[src/common/rvc_pkg.sv]
// shared definitions for the rv32c fetch front end
// instruction widths, boot address, major opcodes and aligner states

package rvc_pkg;

  ////////////////////////////////////////
  // widths and addresses
  ////////////////////////////////////////

  // full instruction and halfword widths in bits
  localparam int unsigned ILEN = 32;
  localparam int unsigned HLEN = 16;

  // first fetch goes here, word aligned
  localparam logic [31:0] BOOT_ADDR = 32'h0000_0080;

  ////////////////////////////////////////
  // rv32 major opcodes
  ////////////////////////////////////////

  // only the opcodes that compressed forms expand into
  typedef enum logic [6:0] {
    OPCODE_LOAD   = 7'h03,
    OPCODE_OP_IMM = 7'h13,
    OPCODE_STORE  = 7'h23,
    OPCODE_OP     = 7'h33,
    OPCODE_LUI    = 7'h37,
    OPCODE_BRANCH = 7'h63,
    OPCODE_JALR   = 7'h67,
    OPCODE_JAL    = 7'h6f,
    OPCODE_SYSTEM = 7'h73
  } opcode_e;

  ////////////////////////////////////////
  // aligner states
  ////////////////////////////////////////

  // where the next instruction starts inside the front buffer word
  typedef enum logic {
    // low halfword of slot 0
    ALIGN_WORD = 1'b0,
    // high halfword of slot 0
    ALIGN_HALF = 1'b1
  } align_state_e;

endpackage

[src/hw/fetch/fetch_prefetch.sv]
// sequential fetch address generator and request strobe
// two-entry response buffer feeding the aligner

module fetch_prefetch (
  input  logic                     clk_i,
  input  logic                     rst_i,
  input  logic                     fetch_valid_i,
  input  logic [rvc_pkg::ILEN-1:0] fetch_rdata_i,
  input  logic                     pop_i,
  output logic                     fetch_req_o,
  output logic [31:0]              fetch_addr_o,
  output logic                     buf_valid0_o,
  output logic [rvc_pkg::ILEN-1:0] buf_rdata0_o,
  output logic                     buf_valid1_o,
  output logic [rvc_pkg::ILEN-1:0] buf_rdata1_o
);

  // address and strobe of the request issued this cycle
  logic [31:0] addr_q;
  logic        req_q;
  // requests sent before this cycle and not yet answered
  logic [1:0]  outst_q;
  logic [1:0]  outst_d;

  // buffer slots, slot 0 is the oldest word
  logic                     v0_q;
  logic                     v1_q;
  logic [rvc_pkg::ILEN-1:0] d0_q;
  logic [rvc_pkg::ILEN-1:0] d1_q;
  logic                     v0_d;
  logic                     v1_d;
  logic [rvc_pkg::ILEN-1:0] d0_d;
  logic [rvc_pkg::ILEN-1:0] d1_d;

  // words held next cycle plus requests still in flight
  logic [2:0] fill_d;
  logic       req_d;

  ////////////////////////////////////////
  // buffer next state
  ////////////////////////////////////////

  always_comb begin
    // retire the front word first
    v0_d = pop_i ? v1_q : v0_q;
    d0_d = pop_i ? d1_q : d0_q;
    v1_d = pop_i ? 1'b0 : v1_q;
    d1_d = d1_q;
    // a response lands behind whatever survives the pop
    if (fetch_valid_i) begin
      if (!v0_d) begin
        v0_d = 1'b1;
        d0_d = fetch_rdata_i;
      end else begin
        v1_d = 1'b1;
        d1_d = fetch_rdata_i;
      end
    end
    outst_d = outst_q + {1'b0, req_q} - {1'b0, fetch_valid_i};
    fill_d  = {2'b00, v0_d} + {2'b00, v1_d} + {1'b0, outst_d};
    // only ask when the answer is sure to find a free slot
    req_d   = (fill_d < 3'd2);
  end

  ////////////////////////////////////////
  // control registers
  ////////////////////////////////////////

  always_ff @(posedge clk_i) begin
    if (rst_i) begin
      addr_q  <= rvc_pkg::BOOT_ADDR;
      req_q   <= 1'b0;
      outst_q <= 2'd0;
      v0_q    <= 1'b0;
      v1_q    <= 1'b0;
    end else begin
      // step to the next word once the current address went out
      if (req_q) begin
        addr_q <= addr_q + 32'(rvc_pkg::ILEN / 8);
      end
      req_q   <= req_d;
      outst_q <= outst_d;
      v0_q    <= v0_d;
      v1_q    <= v1_d;
    end
  end

  // word storage
  always_ff @(posedge clk_i) begin
    d0_q <= d0_d;
    d1_q <= d1_d;
  end

  assign fetch_req_o  = req_q;
  assign fetch_addr_o = addr_q;
  assign buf_valid0_o = v0_q;
  assign buf_rdata0_o = d0_q;
  assign buf_valid1_o = v1_q;
  assign buf_rdata1_o = d1_q;

endmodule

[src/hw/fetch/fetch_aligner.sv]
// halfword realignment FSM over the two buffered words
// builds the decoder candidate and retires words from the buffer

module fetch_aligner (
  input  logic                     clk_i,
  input  logic                     rst_i,
  input  logic                     buf_valid0_i,
  input  logic [rvc_pkg::ILEN-1:0] buf_rdata0_i,
  input  logic                     buf_valid1_i,
  input  logic [rvc_pkg::ILEN-1:0] buf_rdata1_i,
  input  logic                     is_compressed_i,
  input  logic                     stall_i,
  output logic [rvc_pkg::ILEN-1:0] cand_instr_o,
  output logic                     aligned_valid_o,
  output logic                     advance_o,
  output logic                     pop_o
);

  rvc_pkg::align_state_e state_q;
  rvc_pkg::align_state_e state_d;

  ////////////////////////////////////////
  // candidate selection
  ////////////////////////////////////////

  always_comb begin
    case (state_q)
      rvc_pkg::ALIGN_HALF: begin
        // upper half of slot 0 followed by lower half of slot 1
        cand_instr_o    = {buf_rdata1_i[rvc_pkg::HLEN-1:0],
                           buf_rdata0_i[rvc_pkg::ILEN-1:rvc_pkg::HLEN]};
        // a 32-bit instruction here straddles both slots
        aligned_valid_o = buf_valid0_i && (is_compressed_i || buf_valid1_i);
      end
      default: begin
        // instruction starts on the word boundary
        cand_instr_o    = buf_rdata0_i;
        aligned_valid_o = buf_valid0_i;
      end
    endcase
  end

  // hand over one instruction unless the consumer holds us
  assign advance_o = aligned_valid_o && !stall_i;

  ////////////////////////////////////////
  // state update and word retirement
  ////////////////////////////////////////

  always_comb begin
    state_d = state_q;
    pop_o   = 1'b0;
    if (advance_o) begin
      if (is_compressed_i) begin
        // a halfword consumed flips the alignment
        if (state_q == rvc_pkg::ALIGN_HALF) begin
          state_d = rvc_pkg::ALIGN_WORD;
          // front word is now fully used
          pop_o   = 1'b1;
        end else begin
          state_d = rvc_pkg::ALIGN_HALF;
        end
      end else begin
        // full word consumed, alignment unchanged
        pop_o = 1'b1;
      end
    end
  end

  always_ff @(posedge clk_i) begin
    if (rst_i) begin
      state_q <= rvc_pkg::ALIGN_WORD;
    end else begin
      state_q <= state_d;
    end
  end

endmodule

[src/hw/decode/compressed_decoder.sv]
// rv32c to rv32 expansion, purely combinational
// flags reserved and non-rv32 compressed encodings as illegal

module compressed_decoder (
  input  logic [rvc_pkg::ILEN-1:0] instr_i,
  output logic [rvc_pkg::ILEN-1:0] instr_o,
  output logic                     is_compressed_o,
  output logic                     illegal_instr_o
);

  // the compressed halfword and its common register fields
  logic [rvc_pkg::HLEN-1:0] c;
  logic [4:0]               rd;
  logic [4:0]               rs2;
  logic [4:0]               rdp;
  logic [4:0]               rs1p;
  logic [2:0]               alu_f3;

  localparam logic [4:0] REG_SP = 5'd2;
  localparam logic [4:0] REG_RA = 5'd1;

  assign c    = instr_i[rvc_pkg::HLEN-1:0];
  assign rd   = c[11:7];
  assign rs2  = c[6:2];
  // primed registers map onto x8 to x15
  assign rdp  = {2'b01, c[4:2]};
  assign rs1p = {2'b01, c[9:7]};

  // funct3 of the c.sub group, sub shares 000 with add
  always_comb begin
    case (c[6:5])
      2'b00:   alu_f3 = 3'b000;
      2'b01:   alu_f3 = 3'b100;
      2'b10:   alu_f3 = 3'b110;
      default: alu_f3 = 3'b111;
    endcase
  end

  ////////////////////////////////////////
  // expansion
  ////////////////////////////////////////

  always_comb begin
    // 32-bit instructions pass untouched
    instr_o         = instr_i;
    illegal_instr_o = 1'b0;

    case (c[1:0])
      // quadrant 0, stack and register-based memory access
      2'b00: begin
        case (c[15:13])
          3'b000: begin
            // c.addi4spn, zero immediate is reserved
            instr_o = {2'b00, c[10:7], c[12:11], c[5], c[6], 2'b00, REG_SP, 3'b000, rdp,
                       rvc_pkg::OPCODE_OP_IMM};
            illegal_instr_o = (c[12:5] == 8'd0);
          end
          3'b010: begin
            // c.lw, word offset scaled by 4
            instr_o = {5'd0, c[5], c[12:10], c[6], 2'b00, rs1p, 3'b010, rdp,
                       rvc_pkg::OPCODE_LOAD};
          end
          3'b110: begin
            // c.sw, offset split across the store immediate
            instr_o = {5'd0, c[5], c[12], rdp, rs1p, 3'b010, c[11:10], c[6], 2'b00,
                       rvc_pkg::OPCODE_STORE};
          end
          // fld, flw, fsd, fsw and reserved slots
          default: illegal_instr_o = 1'b1;
        endcase
      end

      // quadrant 1, immediates, jumps and branches
      2'b01: begin
        case (c[15:13])
          3'b000: begin
            // c.addi and c.nop
            instr_o = {{7{c[12]}}, c[6:2], rd, 3'b000, rd, rvc_pkg::OPCODE_OP_IMM};
          end
          3'b001, 3'b101: begin
            // c.jal links to ra, c.j links to x0
            instr_o = {c[12], c[8], c[10:9], c[6], c[7], c[2], c[11], c[5:3], {9{c[12]}},
                       4'b0000, ~c[15], rvc_pkg::OPCODE_JAL};
          end
          3'b010: begin
            // c.li adds to x0
            instr_o = {{7{c[12]}}, c[6:2], 5'd0, 3'b000, rd, rvc_pkg::OPCODE_OP_IMM};
          end
          3'b011: begin
            if (rd == REG_SP) begin
              // c.addi16sp, immediate in units of 16
              instr_o = {{3{c[12]}}, c[4:3], c[5], c[2], c[6], 4'b0000, REG_SP, 3'b000,
                         REG_SP, rvc_pkg::OPCODE_OP_IMM};
            end else begin
              // c.lui
              instr_o = {{15{c[12]}}, c[6:2], rd, rvc_pkg::OPCODE_LUI};
            end
            // zero immediate is reserved for both
            illegal_instr_o = ({c[12], c[6:2]} == 6'd0);
          end
          3'b100: begin
            case (c[11:10])
              2'b00, 2'b01: begin
                // c.srli and c.srai, shamt bit 5 does not exist on rv32
                instr_o = {1'b0, c[10], 5'd0, c[6:2], rs1p, 3'b101, rs1p,
                           rvc_pkg::OPCODE_OP_IMM};
                illegal_instr_o = c[12];
              end
              2'b10: begin
                // c.andi
                instr_o = {{7{c[12]}}, c[6:2], rs1p, 3'b111, rs1p, rvc_pkg::OPCODE_OP_IMM};
              end
              default: begin
                // c.sub, c.xor, c.or, c.and
                instr_o = {1'b0, (c[6:5] == 2'b00), 5'd0, rdp, rs1p, alu_f3, rs1p,
                           rvc_pkg::OPCODE_OP};
                // subw and addw belong to rv64
                illegal_instr_o = c[12];
              end
            endcase
          end
          default: begin
            // c.beqz and c.bnez, funct3 bit 0 comes from bit 13
            instr_o = {{4{c[12]}}, c[6:5], c[2], 5'd0, rs1p, 2'b00, c[13], c[11:10], c[4:3],
                       c[12], rvc_pkg::OPCODE_BRANCH};
          end
        endcase
      end

      // quadrant 2, full register forms and sp-relative access
      2'b10: begin
        case (c[15:13])
          3'b000: begin
            // c.slli
            instr_o = {7'd0, c[6:2], rd, 3'b001, rd, rvc_pkg::OPCODE_OP_IMM};
            illegal_instr_o = c[12];
          end
          3'b010: begin
            // c.lwsp needs a real destination
            instr_o = {4'd0, c[3:2], c[12], c[6:4], 2'b00, REG_SP, 3'b010, rd,
                       rvc_pkg::OPCODE_LOAD};
            illegal_instr_o = (rd == 5'd0);
          end
          3'b100: begin
            if (rs2 != 5'd0) begin
              // c.mv reads x0, c.add reads rd
              instr_o = {7'd0, rs2, (c[12] ? rd : 5'd0), 3'b000, rd, rvc_pkg::OPCODE_OP};
            end else if (!c[12]) begin
              // c.jr, x0 base is reserved
              instr_o = {12'd0, rd, 3'b000, 5'd0, rvc_pkg::OPCODE_JALR};
              illegal_instr_o = (rd == 5'd0);
            end else if (rd == 5'd0) begin
              // c.ebreak
              instr_o = {12'd1, 5'd0, 3'b000, 5'd0, rvc_pkg::OPCODE_SYSTEM};
            end else begin
              // c.jalr links to ra
              instr_o = {12'd0, rd, 3'b000, REG_RA, rvc_pkg::OPCODE_JALR};
            end
          end
          3'b110: begin
            // c.swsp
            instr_o = {4'd0, c[8:7], c[12], rs2, REG_SP, 3'b010, c[11:9], 2'b00,
                       rvc_pkg::OPCODE_STORE};
          end
          // floating point and reserved slots
          default: illegal_instr_o = 1'b1;
        endcase
      end

      default: ;
    endcase
  end

  // low bits 11 mark a full-length instruction
  assign is_compressed_o = (c[1:0] != 2'b11);

endmodule

[src/hw/decode/if_output_reg.sv]
// output register of the fetch front end
// tracks the pc and holds its data while stalled

module if_output_reg (
  input  logic                     clk_i,
  input  logic                     rst_i,
  input  logic                     advance_i,
  input  logic [rvc_pkg::ILEN-1:0] instr_i,
  input  logic [rvc_pkg::ILEN-1:0] instr_c_i,
  input  logic                     is_compressed_i,
  input  logic                     illegal_i,
  output logic                     valid_o,
  output logic [rvc_pkg::ILEN-1:0] instr_o,
  output logic [rvc_pkg::ILEN-1:0] instr_c_o,
  output logic                     is_compressed_o,
  output logic                     illegal_o,
  output logic [31:0]              pc_o
);

  // pc of the instruction the aligner currently offers
  logic [31:0] pc_q;
  logic [31:0] pc_step;

  // halfword or word step
  assign pc_step = is_compressed_i ? 32'(rvc_pkg::HLEN / 8) : 32'(rvc_pkg::ILEN / 8);

  always_ff @(posedge clk_i) begin
    if (rst_i) begin
      pc_q    <= rvc_pkg::BOOT_ADDR;
      valid_o <= 1'b0;
    end else begin
      // single-cycle strobe per captured instruction
      valid_o <= advance_i;
      if (advance_i) begin
        pc_q <= pc_q + pc_step;
      end
    end
  end

  // payload only changes on a handover
  always_ff @(posedge clk_i) begin
    if (advance_i) begin
      instr_o         <= instr_i;
      instr_c_o       <= instr_c_i;
      is_compressed_o <= is_compressed_i;
      illegal_o       <= illegal_i;
      pc_o            <= pc_q;
    end
  end

endmodule

[src/hw/rvc_fetch_top.sv]
// rv32c instruction front end top level
// prefetch buffer, aligner, compressed decoder and output register

module rvc_fetch_top (
  input  logic                     clk_i,
  input  logic                     rst_i,
  input  logic                     fetch_valid_i,
  input  logic [rvc_pkg::ILEN-1:0] fetch_rdata_i,
  input  logic                     stall_i,
  output logic                     fetch_req_o,
  output logic [31:0]              fetch_addr_o,
  output logic                     valid_o,
  output logic [rvc_pkg::ILEN-1:0] instr_o,
  output logic [rvc_pkg::ILEN-1:0] instr_c_o,
  output logic                     is_compressed_o,
  output logic                     illegal_o,
  output logic [31:0]              pc_o
);

  // buffer slots toward the aligner
  logic                     buf_valid0;
  logic [rvc_pkg::ILEN-1:0] buf_rdata0;
  logic                     buf_valid1;
  logic [rvc_pkg::ILEN-1:0] buf_rdata1;
  logic                     pop;

  // aligned candidate and its decode
  logic [rvc_pkg::ILEN-1:0] cand_instr;
  logic                     aligned_valid;
  logic                     advance;
  logic                     is_compressed;
  logic [rvc_pkg::ILEN-1:0] expanded_instr;
  logic                     illegal;
  logic [rvc_pkg::ILEN-1:0] instr_c;

  ////////////////////////////////////////
  // fetch side
  ////////////////////////////////////////

  fetch_prefetch u_prefetch (
    .clk_i         (clk_i),
    .rst_i         (rst_i),
    .fetch_valid_i (fetch_valid_i),
    .fetch_rdata_i (fetch_rdata_i),
    .pop_i         (pop),
    .fetch_req_o   (fetch_req_o),
    .fetch_addr_o  (fetch_addr_o),
    .buf_valid0_o  (buf_valid0),
    .buf_rdata0_o  (buf_rdata0),
    .buf_valid1_o  (buf_valid1),
    .buf_rdata1_o  (buf_rdata1)
  );

  fetch_aligner u_aligner (
    .clk_i           (clk_i),
    .rst_i           (rst_i),
    .buf_valid0_i    (buf_valid0),
    .buf_rdata0_i    (buf_rdata0),
    .buf_valid1_i    (buf_valid1),
    .buf_rdata1_i    (buf_rdata1),
    .is_compressed_i (is_compressed),
    .stall_i         (stall_i),
    .cand_instr_o    (cand_instr),
    .aligned_valid_o (aligned_valid),
    .advance_o       (advance),
    .pop_o           (pop)
  );

  ////////////////////////////////////////
  // decode and output
  ////////////////////////////////////////

  compressed_decoder u_decoder (
    .instr_i         (cand_instr),
    .instr_o         (expanded_instr),
    .is_compressed_o (is_compressed),
    .illegal_instr_o (illegal)
  );

  // original bits, upper half cleared for a compressed instruction
  assign instr_c = is_compressed ?
                   {{rvc_pkg::HLEN{1'b0}}, cand_instr[rvc_pkg::HLEN-1:0]} : cand_instr;

  if_output_reg u_out_reg (
    .clk_i           (clk_i),
    .rst_i           (rst_i),
    .advance_i       (advance),
    .instr_i         (expanded_instr),
    .instr_c_i       (instr_c),
    .is_compressed_i (is_compressed),
    .illegal_i       (illegal),
    .valid_o         (valid_o),
    .instr_o         (instr_o),
    .instr_c_o       (instr_c_o),
    .is_compressed_o (is_compressed_o),
    .illegal_o       (illegal_o),
    .pc_o            (pc_o)
  );

endmodule

[config.mk]
export PLATFORM = sky130hd
export DESIGN_NAME = rvc_fetch_top
export DESIGN_NICKNAME = d
export VERILOG_FILES = /design/src/common/rvc_pkg.sv /design/src/hw/fetch/fetch_prefetch.sv /design/src/hw/fetch/fetch_aligner.sv /design/src/hw/decode/compressed_decoder.sv /design/src/hw/decode/if_output_reg.sv /design/src/hw/rvc_fetch_top.sv
export SDC_FILE = /design/constraint.sdc
export NUM_CORES = 1
export LEC_CHECK = 0
export ABC_CLOCK_PERIOD_IN_PS = 11300
export BUFFER_PORTS_ARGS = -buffer_cell sky130_fd_sc_hd__buf_2
export CAP_MARGIN = 10
export CORE_AREA = 2 2 162 164
export CTS_BUF_LIST = sky130_fd_sc_hd__clkbuf_8
export DETAILED_ROUTE_END_ITERATION = 7
export DIE_AREA = 0 0 164 166
export GPL_TIMING_DRIVEN = 0
export PLACE_DENSITY_LB_ADDON = 0.12
export SYNTH_ARGS = -nofsm -noshare
export SYNTH_HDL_FRONTEND = slang
export SYNTH_SLANG_ARGS = --single-unit
[constraint.sdc]
create_clock -name clk_i -period 11.3 [get_ports clk_i]
set_input_delay 1.13 -clock clk_i [delete_from_list [all_inputs] [get_ports clk_i]]
set_output_delay 1.13 -clock clk_i [all_outputs]
set_load 0.01 [all_outputs]
Word level (Yosys, flattened, before mapping). Cells that the tools add are included.

Mux-type cells: 33. $add $sub $neg: 6. Reduce and logical (&&, ||, !) cells: 17. Bitwise gates (word level): 1. Eq/ne operators: 14. Order comparisons: 1.

Operator list (number): $pmux W32 S3 (2); $mux W32 (5); $pmux W32 S5 (1); $pmux W32 S4 (1); $pmux W32 S2 (1); $mux W21 (2); $add A32 B3 Y32 const B (1); $add A32 B32 Y32 (1); $mux W29 (1); $mux W1 (13); $eq A3 B3 Y1 const B (3); $pmux W3 S3 (1); $logic_not A8 Y1 (1); $eq A2 B1 Y1 const B (3); $eq A2 B2 Y1 const B (3); $eq A3 B2 Y1 const B (2); $logic_not A2 Y1 (3); $logic_not A6 Y1 (1); $reduce_or A2 Y1 (3); $eq A5 B2 Y1 const B (1); $logic_not A5 Y1 (1); $mux W5 (1); $reduce_bool A5 Y1 (1); $pmux W1 S2 (2); other kinds (16) (18).

Output and inout bits: 132. Register bits: 233.

Depth between registers and ports, before layout. Gate-level depths: netlist (run 1).

Word-level depth: 13. Depth in mapped cells: 18.

Modules after synthesis. Synthesis (run 1) repeated with hierarchy kept, for this count alone.

Cell total of the unflattened synthesis: 1059. Area, all modules: 11183.2 um2.

Modules (own cells, without submodules): if_output_reg (times used 1, area each 4503.1 um2, cells each 282); fetch_prefetch (times used 1, area each 4016.4 um2, cells each 371); compressed_decoder (times used 1, area each 2023.2 um2, cells each 342); fetch_aligner (times used 1, area each 496.7 um2, cells each 47); rvc_fetch_top (times used 1, area each 143.9 um2, cells each 17).

Worst setup path before layout (run 1). Ideal clock, no wire load.

Path kind: reg2reg. Start point: register u_aligner.state_q. End point: register u_out_reg.pc_q[5]. Required time: 11172 ps. Path slack: 3935 ps. Arrival time: 7237 ps. Period minus slack after synthesis: 7365 ps. Path buffers: 5. Stages on the path, launching flop included: 15. Setup time: 128 ps. Path through: dfxtp_1 > buf_4 > buf_6 > buf_6 > buf_4 > buf_2 > mux2i_1 > inv_1 > ha_1 > clkinv_1 > nor3_1 > nor2_1 > and3_1 > xnor2_1 > nor2_1.

Word-level cells in the longest chain between the ends: 6.

RTL lines: from (decl) (RTL line fetch_aligner.sv:19) `rvc_pkg::align_state_e state_q;`; from (signal assigned) (RTL line fetch_aligner.sv:72) `state_q <= rvc_pkg::ALIGN_WORD;`; from (signal assigned) (RTL line fetch_aligner.sv:74) `state_q <= state_d;`; $mux W32 (RTL line fetch_aligner.sv:27) `case (state_q)`; named net cand_instr, one bit (RTL line rvc_fetch_top.sv:28) `logic [rvc_pkg::ILEN-1:0] cand_instr;`; $ne A2 B2 Y1 (RTL line compressed_decoder.sv:175) `assign is_compressed_o = (c[1:0] != 2'b11);`; $logic_or A1 B1 Y1 (RTL line fetch_aligner.sv:33) `aligned_valid_o = buf_valid0_i && (is_compressed_i || buf_valid1_i);`; $logic_and A1 B1 Y1 (RTL line fetch_aligner.sv:33); $mux W1 (RTL line fetch_aligner.sv:27); $logic_and A1 B1 Y1 (RTL line fetch_aligner.sv:44) `assign advance_o = aligned_valid_o && !stall_i;`; named net advance (RTL line rvc_fetch_top.sv:30) `logic advance;`; to (signal assigned) (RTL line if_output_reg.sv:29) `pc_q <= rvc_pkg::BOOT_ADDR;`; to (signal assigned) (RTL line if_output_reg.sv:35) `pc_q <= pc_q + pc_step;`; to (decl) (RTL line if_output_reg.sv:21) `logic [31:0] pc_q;`.

The timed path passes the listed nets, and every way through them passes these cells. A chain may end at the register's enable or synchronous reset.

Worst setup path in the final report (run 1).
Start point: register u_aligner.state_q. End point: register u_out_reg.pc_q[22].

Word-level cells in the longest chain between the ends: 6.

RTL lines: $mux W32 * (RTL line fetch_aligner.sv:27); named net cand_instr, one bit (RTL line rvc_fetch_top.sv:28); $ne A2 B2 Y1 * (RTL line compressed_decoder.sv:175); named net is_compressed (RTL line rvc_fetch_top.sv:31) `logic is_compressed;`; branches (longest 4 deep; another with $add A32 B32 Y32).

Mark *: on every way through the listed nets, which the timed path passes.

==> out/qor.csv, run 1 <==
stage,metric,value,unit
drt,first_iter_violations,915,
setup_path,cpLargestDelayFamily,buffers and inverters,
timing,worstMarginPinSlew,945,ps
worst_hold_path,hold_class,flip-flop to flip-flop,
cells_and_area,drive_gt1_share,22.8,%
synth,yosys_register_bits,229,
cells_and_area,n_antenna_cell,0,
placement,hpwlAfterDp,23900,µm
setup_path,cp_data_arrival_time,5670,ps
global_route,antenna_found_initial,0,
worst_hold_path,hold_depth,0,
timing,post-route-period-util,46.5,%
die,start_util,42.0,%
setup_path,cp.required,11720,ps
timing,tns,0,ps
synth,ys_seq_area_share,54.6,%
clock_tree,htreeDepth,2,
cells_and_area,multi_input_area,4500,µm²
timing,setup_viol,0,
cells_and_area,final_core_util,50.2,%
power,switching_share,33.6,%
synth,synthDistinctLibCells,87,
power,p_leak,5.01,nW
timing,min_period,5250,ps
drt,route.detailed.drc,0,
cells_and_area,areaGrowthSynthToFinish,19.4,%
clock_tree,clk_path_buf_depth,3,
clock_tree,cts_tree,built,
synth,synth_ff_type,edfxtp_1,
setup_path,path_depth,17,
global_route,grt_pass1_wl,49600,µm
clock_tree,holdBufCountCts,0,
cells_and_area,layout_common_cells,"buf_2 (177), nor2_1 (140), edfxtp_1 (129)",
clock_tree,clock_latency,560,ps
timing,max_freq,190,MHz
drt,drt_wl_total,32500,µm
setup_path,reg2reg_slack,6050,ps
synth,netlist_instances,998,
power,cell_internal_pwr,0.00157,W
synth,yosys_warnings,0,
die,fp.dieW,164,µm
clock_tree,cts.sinks,229,
drt,drt-wirelength-per-cell,20.7,µm
synth,synth_top_area_share,36.0,%
timing,finalHoldViolCount,0,
setup_path,r2r_cells,17,
clock_tree,path_clk_slew,60,ps
die,io_pins,168,
placement,dp_cells,1502,
drt,drtPass1Iterations,5,
placement,io_buffers,163,
die,fp-row-count,59,
synth,synth_top_area_cell,edfxtp_1,
cells_and_area,final_common_cell,buf_2,
placement,gp_congestion,0.976,
timing,slew_headroom,35.2,%
synth,ys_async_sr_fraction,0,%
synth,syn_area,10800,µm²
global_route,grt_pass1_vias,8258,
setup_path,path_class,flip-flop to flip-flop,
outcome,status,"finished, final reports clean",
power,p_switching,0.000796,W
global_route,groute.usage.overall,23.9,%
synth,synth_edf_count,129,
setup_path,crit_chain,buf_4 > buf_6 > buf_6 > buf_4 > buf_2 > mux2i_1 > inv_1 > ha_1 > clkinv_1 > clkbuf_1 > ha_1 > a21o_1 > nand3_1 > nor4_2 > nand4_1 > xor2_1 > nor2_1,
die,die_h,166,µm
power,seqPwrFrac,42.8,%
setup_path,crit_buf_inv,8,
die,coreArea,25600,µm²
timing,slew_violations,0,
timing,clock_skew,38.4,ps
clock_tree,post_cts_resized,0,
setup_path,path_max_fanout,11,
drt,via_count,8723,
drt,via_per_inst,5.56,
synth,syn_area_per_cell,10.8,µm²
setup_path,slowest_stage,nor4_2,
job,drv_cap,0,
global_route,grt_max_degree,37,
drt,route.antenna.remaining_nets,0,
power,power_frac_comb,26.5,%
timing,grt_setup_unrepaired,false,
setup_path,end_kind,flip-flop,
clock_tree,cts_setup_buffers,0,
power,peakVddDrop,98.4,µV
cells_and_area,instances_no_fill,1570,
die,dieArea,27200,µm²
setup_path,critPathMaxStageDelay,620,ps
cells_and_area,regArea,5880,µm²
cells_and_area,nNetsFinal,1256,
setup_path,critPathLaunchType,flip-flop,
cells_and_area,nFillCells,2435,
power,p_per_area,184,nW/µm²
power,clock_power_share,30.7,%
synth,synth_area_leaders,"edfxtp_1 (36%), dfxtp_1 (19%), mux2i_1 (5.4%)",
clock_tree,root_buffer,clkbuf_8,
global_route,grt_overflow,0,
clock_tree,cts_buffers,38,
layout make-up:
class,instances,share of cell area (%)
Inverter,32,0.935
Sequential cell,229,45.7
Buffer,53,2.20
Tap cell,335,3.26
Multi-Input combinational cell,686,35.0
Clock buffer,43,4.61
Timing Repair Buffer,167,6.97
Clock inverter,25,1.26
worst reg2reg max path, stage by stage (launching register included):
cell,delay [ps]
dfxtp_1,380
buf_4,230
buf_6,190
buf_6,200
buf_4,250
buf_2,360
mux2i_1,560
inv_1,200
ha_1,350
clkinv_1,210
clkbuf_1,500
ha_1,310
a21o_1,170
nand3_1,200
nor4_2,620
nand4_1,180
xor2_1,160
nor2_1,50
cells in the mapped netlist, types with 6 or more instances:
cell type  number
xor2_1         31
inv_1          28
nand4_1        14
nand2_1        56
xnor2_1        25
a31oi_1         9
a211oi_1        7
a21oi_1        64
and2_1          6
nor2b_1        14
a22oi_1         8
buf_4           7
edfxtp_1      129
nand2b_1       10
o221ai_1       12
or3_1           8
clkbuf_1       26
o22ai_1        18
buf_2          14
nor3_1         23
nand3_1        26
ha_1           11
o211ai_1        6
mux2i_1        58
dfxtp_1       100
nor4_1          6
o21ai_0        30
and4_1          6
nor2_1        142
registers in the layout, summed over array words and instances, names as in the netlist:
signal and cells:
u_aligner.state_q 1, u_out_reg.instr_c_o 32, u_prefetch.buf_rdata1_o 32, u_prefetch.outst_q 2, u_prefetch.buf_valid0_o 1, u_prefetch.fetch_req_o 1, u_out_reg.pc_q 31, u_out_reg.pc_o 31
u_prefetch.buf_valid1_o 1, u_prefetch.buf_rdata0_o 32, u_out_reg.illegal_o 1, u_out_reg.is_compressed_o 1, u_out_reg.instr_o 32, u_prefetch.fetch_addr_o 30, u_out_reg.valid_o 1
routing by layer:
layer | GRT usage, % | vias up | wire, µm
met3 | 4.67 | 75 | 2470
met2 | 33.9 | 393 | 13600
met4 | 7.86 | 0 | 859
met5 | 0 | - | 0
li1 | - | 4085 | -
met1 | 36.4 | 4170 | 15600
power groups by stage:
stage	Combinational, W	Clock (W)	Sequential (W)
final	0.000627	0.000728	0.00101
after global routing	0.000670	0.000787	0.00102
after CTS	0.000611	0.000752	0.00101
after detailed placement	0.000608	0	0.00103
after global placement	0.000611	0	0.00103
after floorplan	0.000372	0	0.00104
final timing paths:
path,from,endpoint
worst max-delay path,u_aligner.state_q$_SDFFE_PP0P_,u_out_reg.pc_q[22]$_SDFFE_PP0P_
worst min-delay path,u_out_reg.pc_q[1]$_SDFFE_PP0P_,u_out_reg.pc_o[1]$_DFFE_PP_
worst max register to register,u_aligner.state_q$_SDFFE_PP0P_,u_out_reg.pc_q[22]$_SDFFE_PP0P_
worst min register to register,u_out_reg.pc_q[1]$_SDFFE_PP0P_,u_out_reg.pc_o[1]$_DFFE_PP_
per-stage QoR:
step	setup slack, ps	total power (W)	instance area, µm²	hold slack, ps
detailed placement	6020	0.00164	12100	449
finish	6050	0.00237	12800	472
CTS	6010	0.00238	12800	468
global placement	1490	0.00164	12000	443
floorplan	3940	0.00141	10800	428
global route	5640	0.00248	12800	475
kinds of logic after synthesis:
logic type                 Yosys count  share of synthesized area [%]
adders and majority gates           13                           1.65
DFF                                229                           54.6
and+or+nand+nor                    342                           15.9
buffers and inverters               85                           3.75
AOI/OAI and AO/OA                  209                           13.2
xor gates and xnor gates            56                           4.56
muxes                               63                           6.26
other                                1                         0.0349
Power figures use the tool's default switching activity.
==> inputs of run 2 (changes only) <==
ABC_CLOCK_PERIOD_IN_PS = 5000   (was 11300)
clock period = 5 ns   (was 11.3 ns; I/O delays follow)
==> out/qor.csv, run 2 (synthesized netlist as in run 1, its figures left out) <==
stage,metric,value,unit,change
outcome,status,"finished, final reports clean",,
drt,drt_wl_total,32500,µm,-0.15%
timing,slew_violations,0,,unchanged
die,die_h,166,µm,unchanged
timing,grt_setup_unrepaired,false,,
clock_tree,clk_path_buf_depth,3,,unchanged
cells_and_area,areaGrowthSynthToFinish,19.5,%,about the same
worst_hold_path,hold_class,input pin to flip-flop,,
drt,drt-wirelength-per-cell,20.6,µm,-0.53%
drt,drtPass1Iterations,7,,+2
clock_tree,cts_tree,built,,
cells_and_area,layout_common_cells,"buf_2 (177), nor2_1 (140), edfxtp_1 (129)",,
die,io_pins,168,,unchanged
setup_path,path_max_fanout,10,,-1
die,dieArea,27200,µm²,unchanged
placement,hpwlAfterDp,23800,µm,-0.36%
power,switching_share,33.9,%,+0.31 points
clock_tree,htreeDepth,2,,unchanged
drt,via_per_inst,5.49,,-1.2%
timing,holdWs,139,ps,-334 ps
power,seqPwrFrac,42.8,%,about the same
drt,first_iter_violations,777,,-15%
clock_tree,clock_latency,560,ps,about the same
power,total_power,0.00536,W,+130%
cells_and_area,final_area,12900,µm²,about the same
setup_path,reg2reg_from,u_aligner.state_q$_SDFFE_PP0P_,,
drt,via_count,8649,,-0.85%
timing,setup_viol,0,,unchanged
cells_and_area,drive_gt1_share,22.6,%,-0.19 points
timing,min_period,4690,ps,-560 ps
drt,route.detailed.drc,0,,unchanged
global_route,grt_max_degree,37,,unchanged
timing,finalHoldViolCount,0,,unchanged
global_route,antenna_found_initial,0,,unchanged
global_route,grt_pass1_wl,49900,µm,+0.60%
power,p_leak,5.05,nW,+0.86%
clock_tree,cts.sinks,229,,unchanged
setup_path,critPathLaunchType,flip-flop,,
setup_path,crit_start,u_aligner.state_q$_SDFFE_PP0P_,,
drt,route.antenna.remaining_nets,0,,unchanged
timing,post-route-period-util,93.9,%,+47 points
cells_and_area,n_antenna_cell,0,,unchanged
placement,gp_congestion,0.975,,-0.11%
power,clock_power_share,30.7,%,about the same
clock_tree,holdBufCountCts,0,,unchanged
cells_and_area,final_common_cell,buf_2,,
power,cell_internal_pwr,0.00354,W,+130%
timing,slew_headroom,34.0,%,-1.2 points
job,drv_cap,0,,unchanged
power,p_switching,0.00182,W,+130%
setup_path,path_class,flip-flop to flip-flop,,
placement,place_area,12100,µm²,-0.17%
cells_and_area,nNetsFinal,1257,,+0.080%
global_route,groute.usage.overall,23.9,%,about the same
clock_tree,path_clk_slew,60,ps,about the same
power,peakVddDrop,218,µV,+120%
setup_path,cp.required,5390,ps,-6330 ps
cells_and_area,final_core_util,50.2,%,about the same
die,fp-row-count,59,,unchanged
timing,setup_slack,306,ps,-5740 ps
die,fp.dieW,164,µm,unchanged
setup_path,cp_data_arrival_time,5080,ps,-590 ps
power,power_frac_comb,26.4,%,about the same
clock_tree,root_buffer,clkbuf_8,,
placement,io_buffers,163,,unchanged
global_route,grt_pass1_vias,8354,,+1.2%
worst_hold_path,hp-start,fetch_rdata_i[23],,
timing,worstMarginPinSlew,987,ps,+42.6 ps
timing,clock_skew,24.6,ps,-13.7 ps
global_route,grt_overflow,0,,unchanged
timing,max_freq,213,MHz,+12%
die,coreArea,25600,µm²,unchanged
clock_tree,cts_buffers,41,,+7.9%
placement,pre_cts_ws,-156,ps,-6180 ps
setup_path,end_kind,flip-flop,,
power,p_per_area,417,nW/µm²,+130%
die,start_util,42.0,%,unchanged
run 2: changes by cell type in the layout (fill, tap and decap cells not counted), sizes merged:
cell / before / now
clkinv: 14 / 11
clkbuf: 70 / 67
buf: 193 / 192
inv: 40 / 53
run 2: path summary, 6_finish.rpt:
| kind | cells after the start | to | slack, ps |
|---|---|---|---|
| max | 14 | u_out_reg.instr_o[23]$_DFFE_PP_ | 310 |
| min | 1 | u_prefetch.buf_rdata1_o[23]$_DFFE_PP_ | 140 |
| max reg2reg | 14 | u_out_reg.instr_o[23]$_DFFE_PP_ | 310 |
| min reg2reg | 0 | u_out_reg.pc_o[10]$_DFFE_PP_ | 470 |
run 2: what timing repair did:
| action | CTS | global route |
|---|---|---|
| gates resized for setup | 0 | 3 |
| pin swaps | 0 | 0 |
| setup endpoints to repair | 9 | 47 |
| setup buffers | 0 | 0 |
run 2: power by group through the flow:
stage / clock [W] / combinational (W) / sequential (W)
after floorplan: 0 / 0.000842 / 0.00234
after global placement: 0 / 0.00138 / 0.00233
after detailed placement: 0 / 0.00137 / 0.00233
after CTS: 0.00170 / 0.00138 / 0.00229
after global routing: 0.00179 / 0.00152 / 0.00231
final: 0.00165 / 0.00142 / 0.00229
run 2: per-stage QoR:
stage               std cells  setup TNS (ps)
detailed placement       1501            -884
floorplan                1000               0
global placement         1498          -45620
finish                   1576               0
CTS                      1576               0
global route             1576               0
run 2: critical path, stage by stage, from the launching register on:
cell and delay, ps:
dfxtp_1 370, buf_4 220, buf_6 190, buf_6 190, buf_4 240, buf_2 360
mux2i_2 410, ha_1 200, clkbuf_1 460, inv_1 300, o41ai_2 920, o21ai_0 170
a21oi_1 180, a211oi_1 70, o22ai_1 210
run 2: layout make-up:
cell class / count / area (µm²)
fillers: 2434 / 12800
clock buffers: 41 / 564
multi-input cells: 686 / 4510
flip-flops and latches: 229 / 5880
clock inverters: 35 / 210
well taps: 335 / 419
plain buffers: 52 / 279
repair buffers: 166 / 876
inverters: 32 / 124
run 2: layer usage:
| layer | share of wire [%] | vias to the layer above | GRT usage (%) |
|---|---|---|---|
| li1 | - | 4097 | - |
| met1 | 48 | 4109 | 36.2 |
| met2 | 41 | 357 | 33.4 |
| met3 | 6.7 | 86 | 4.30 |
| met4 | 3.5 | 0 | 9.80 |
| met5 | 0 | - | 0 |
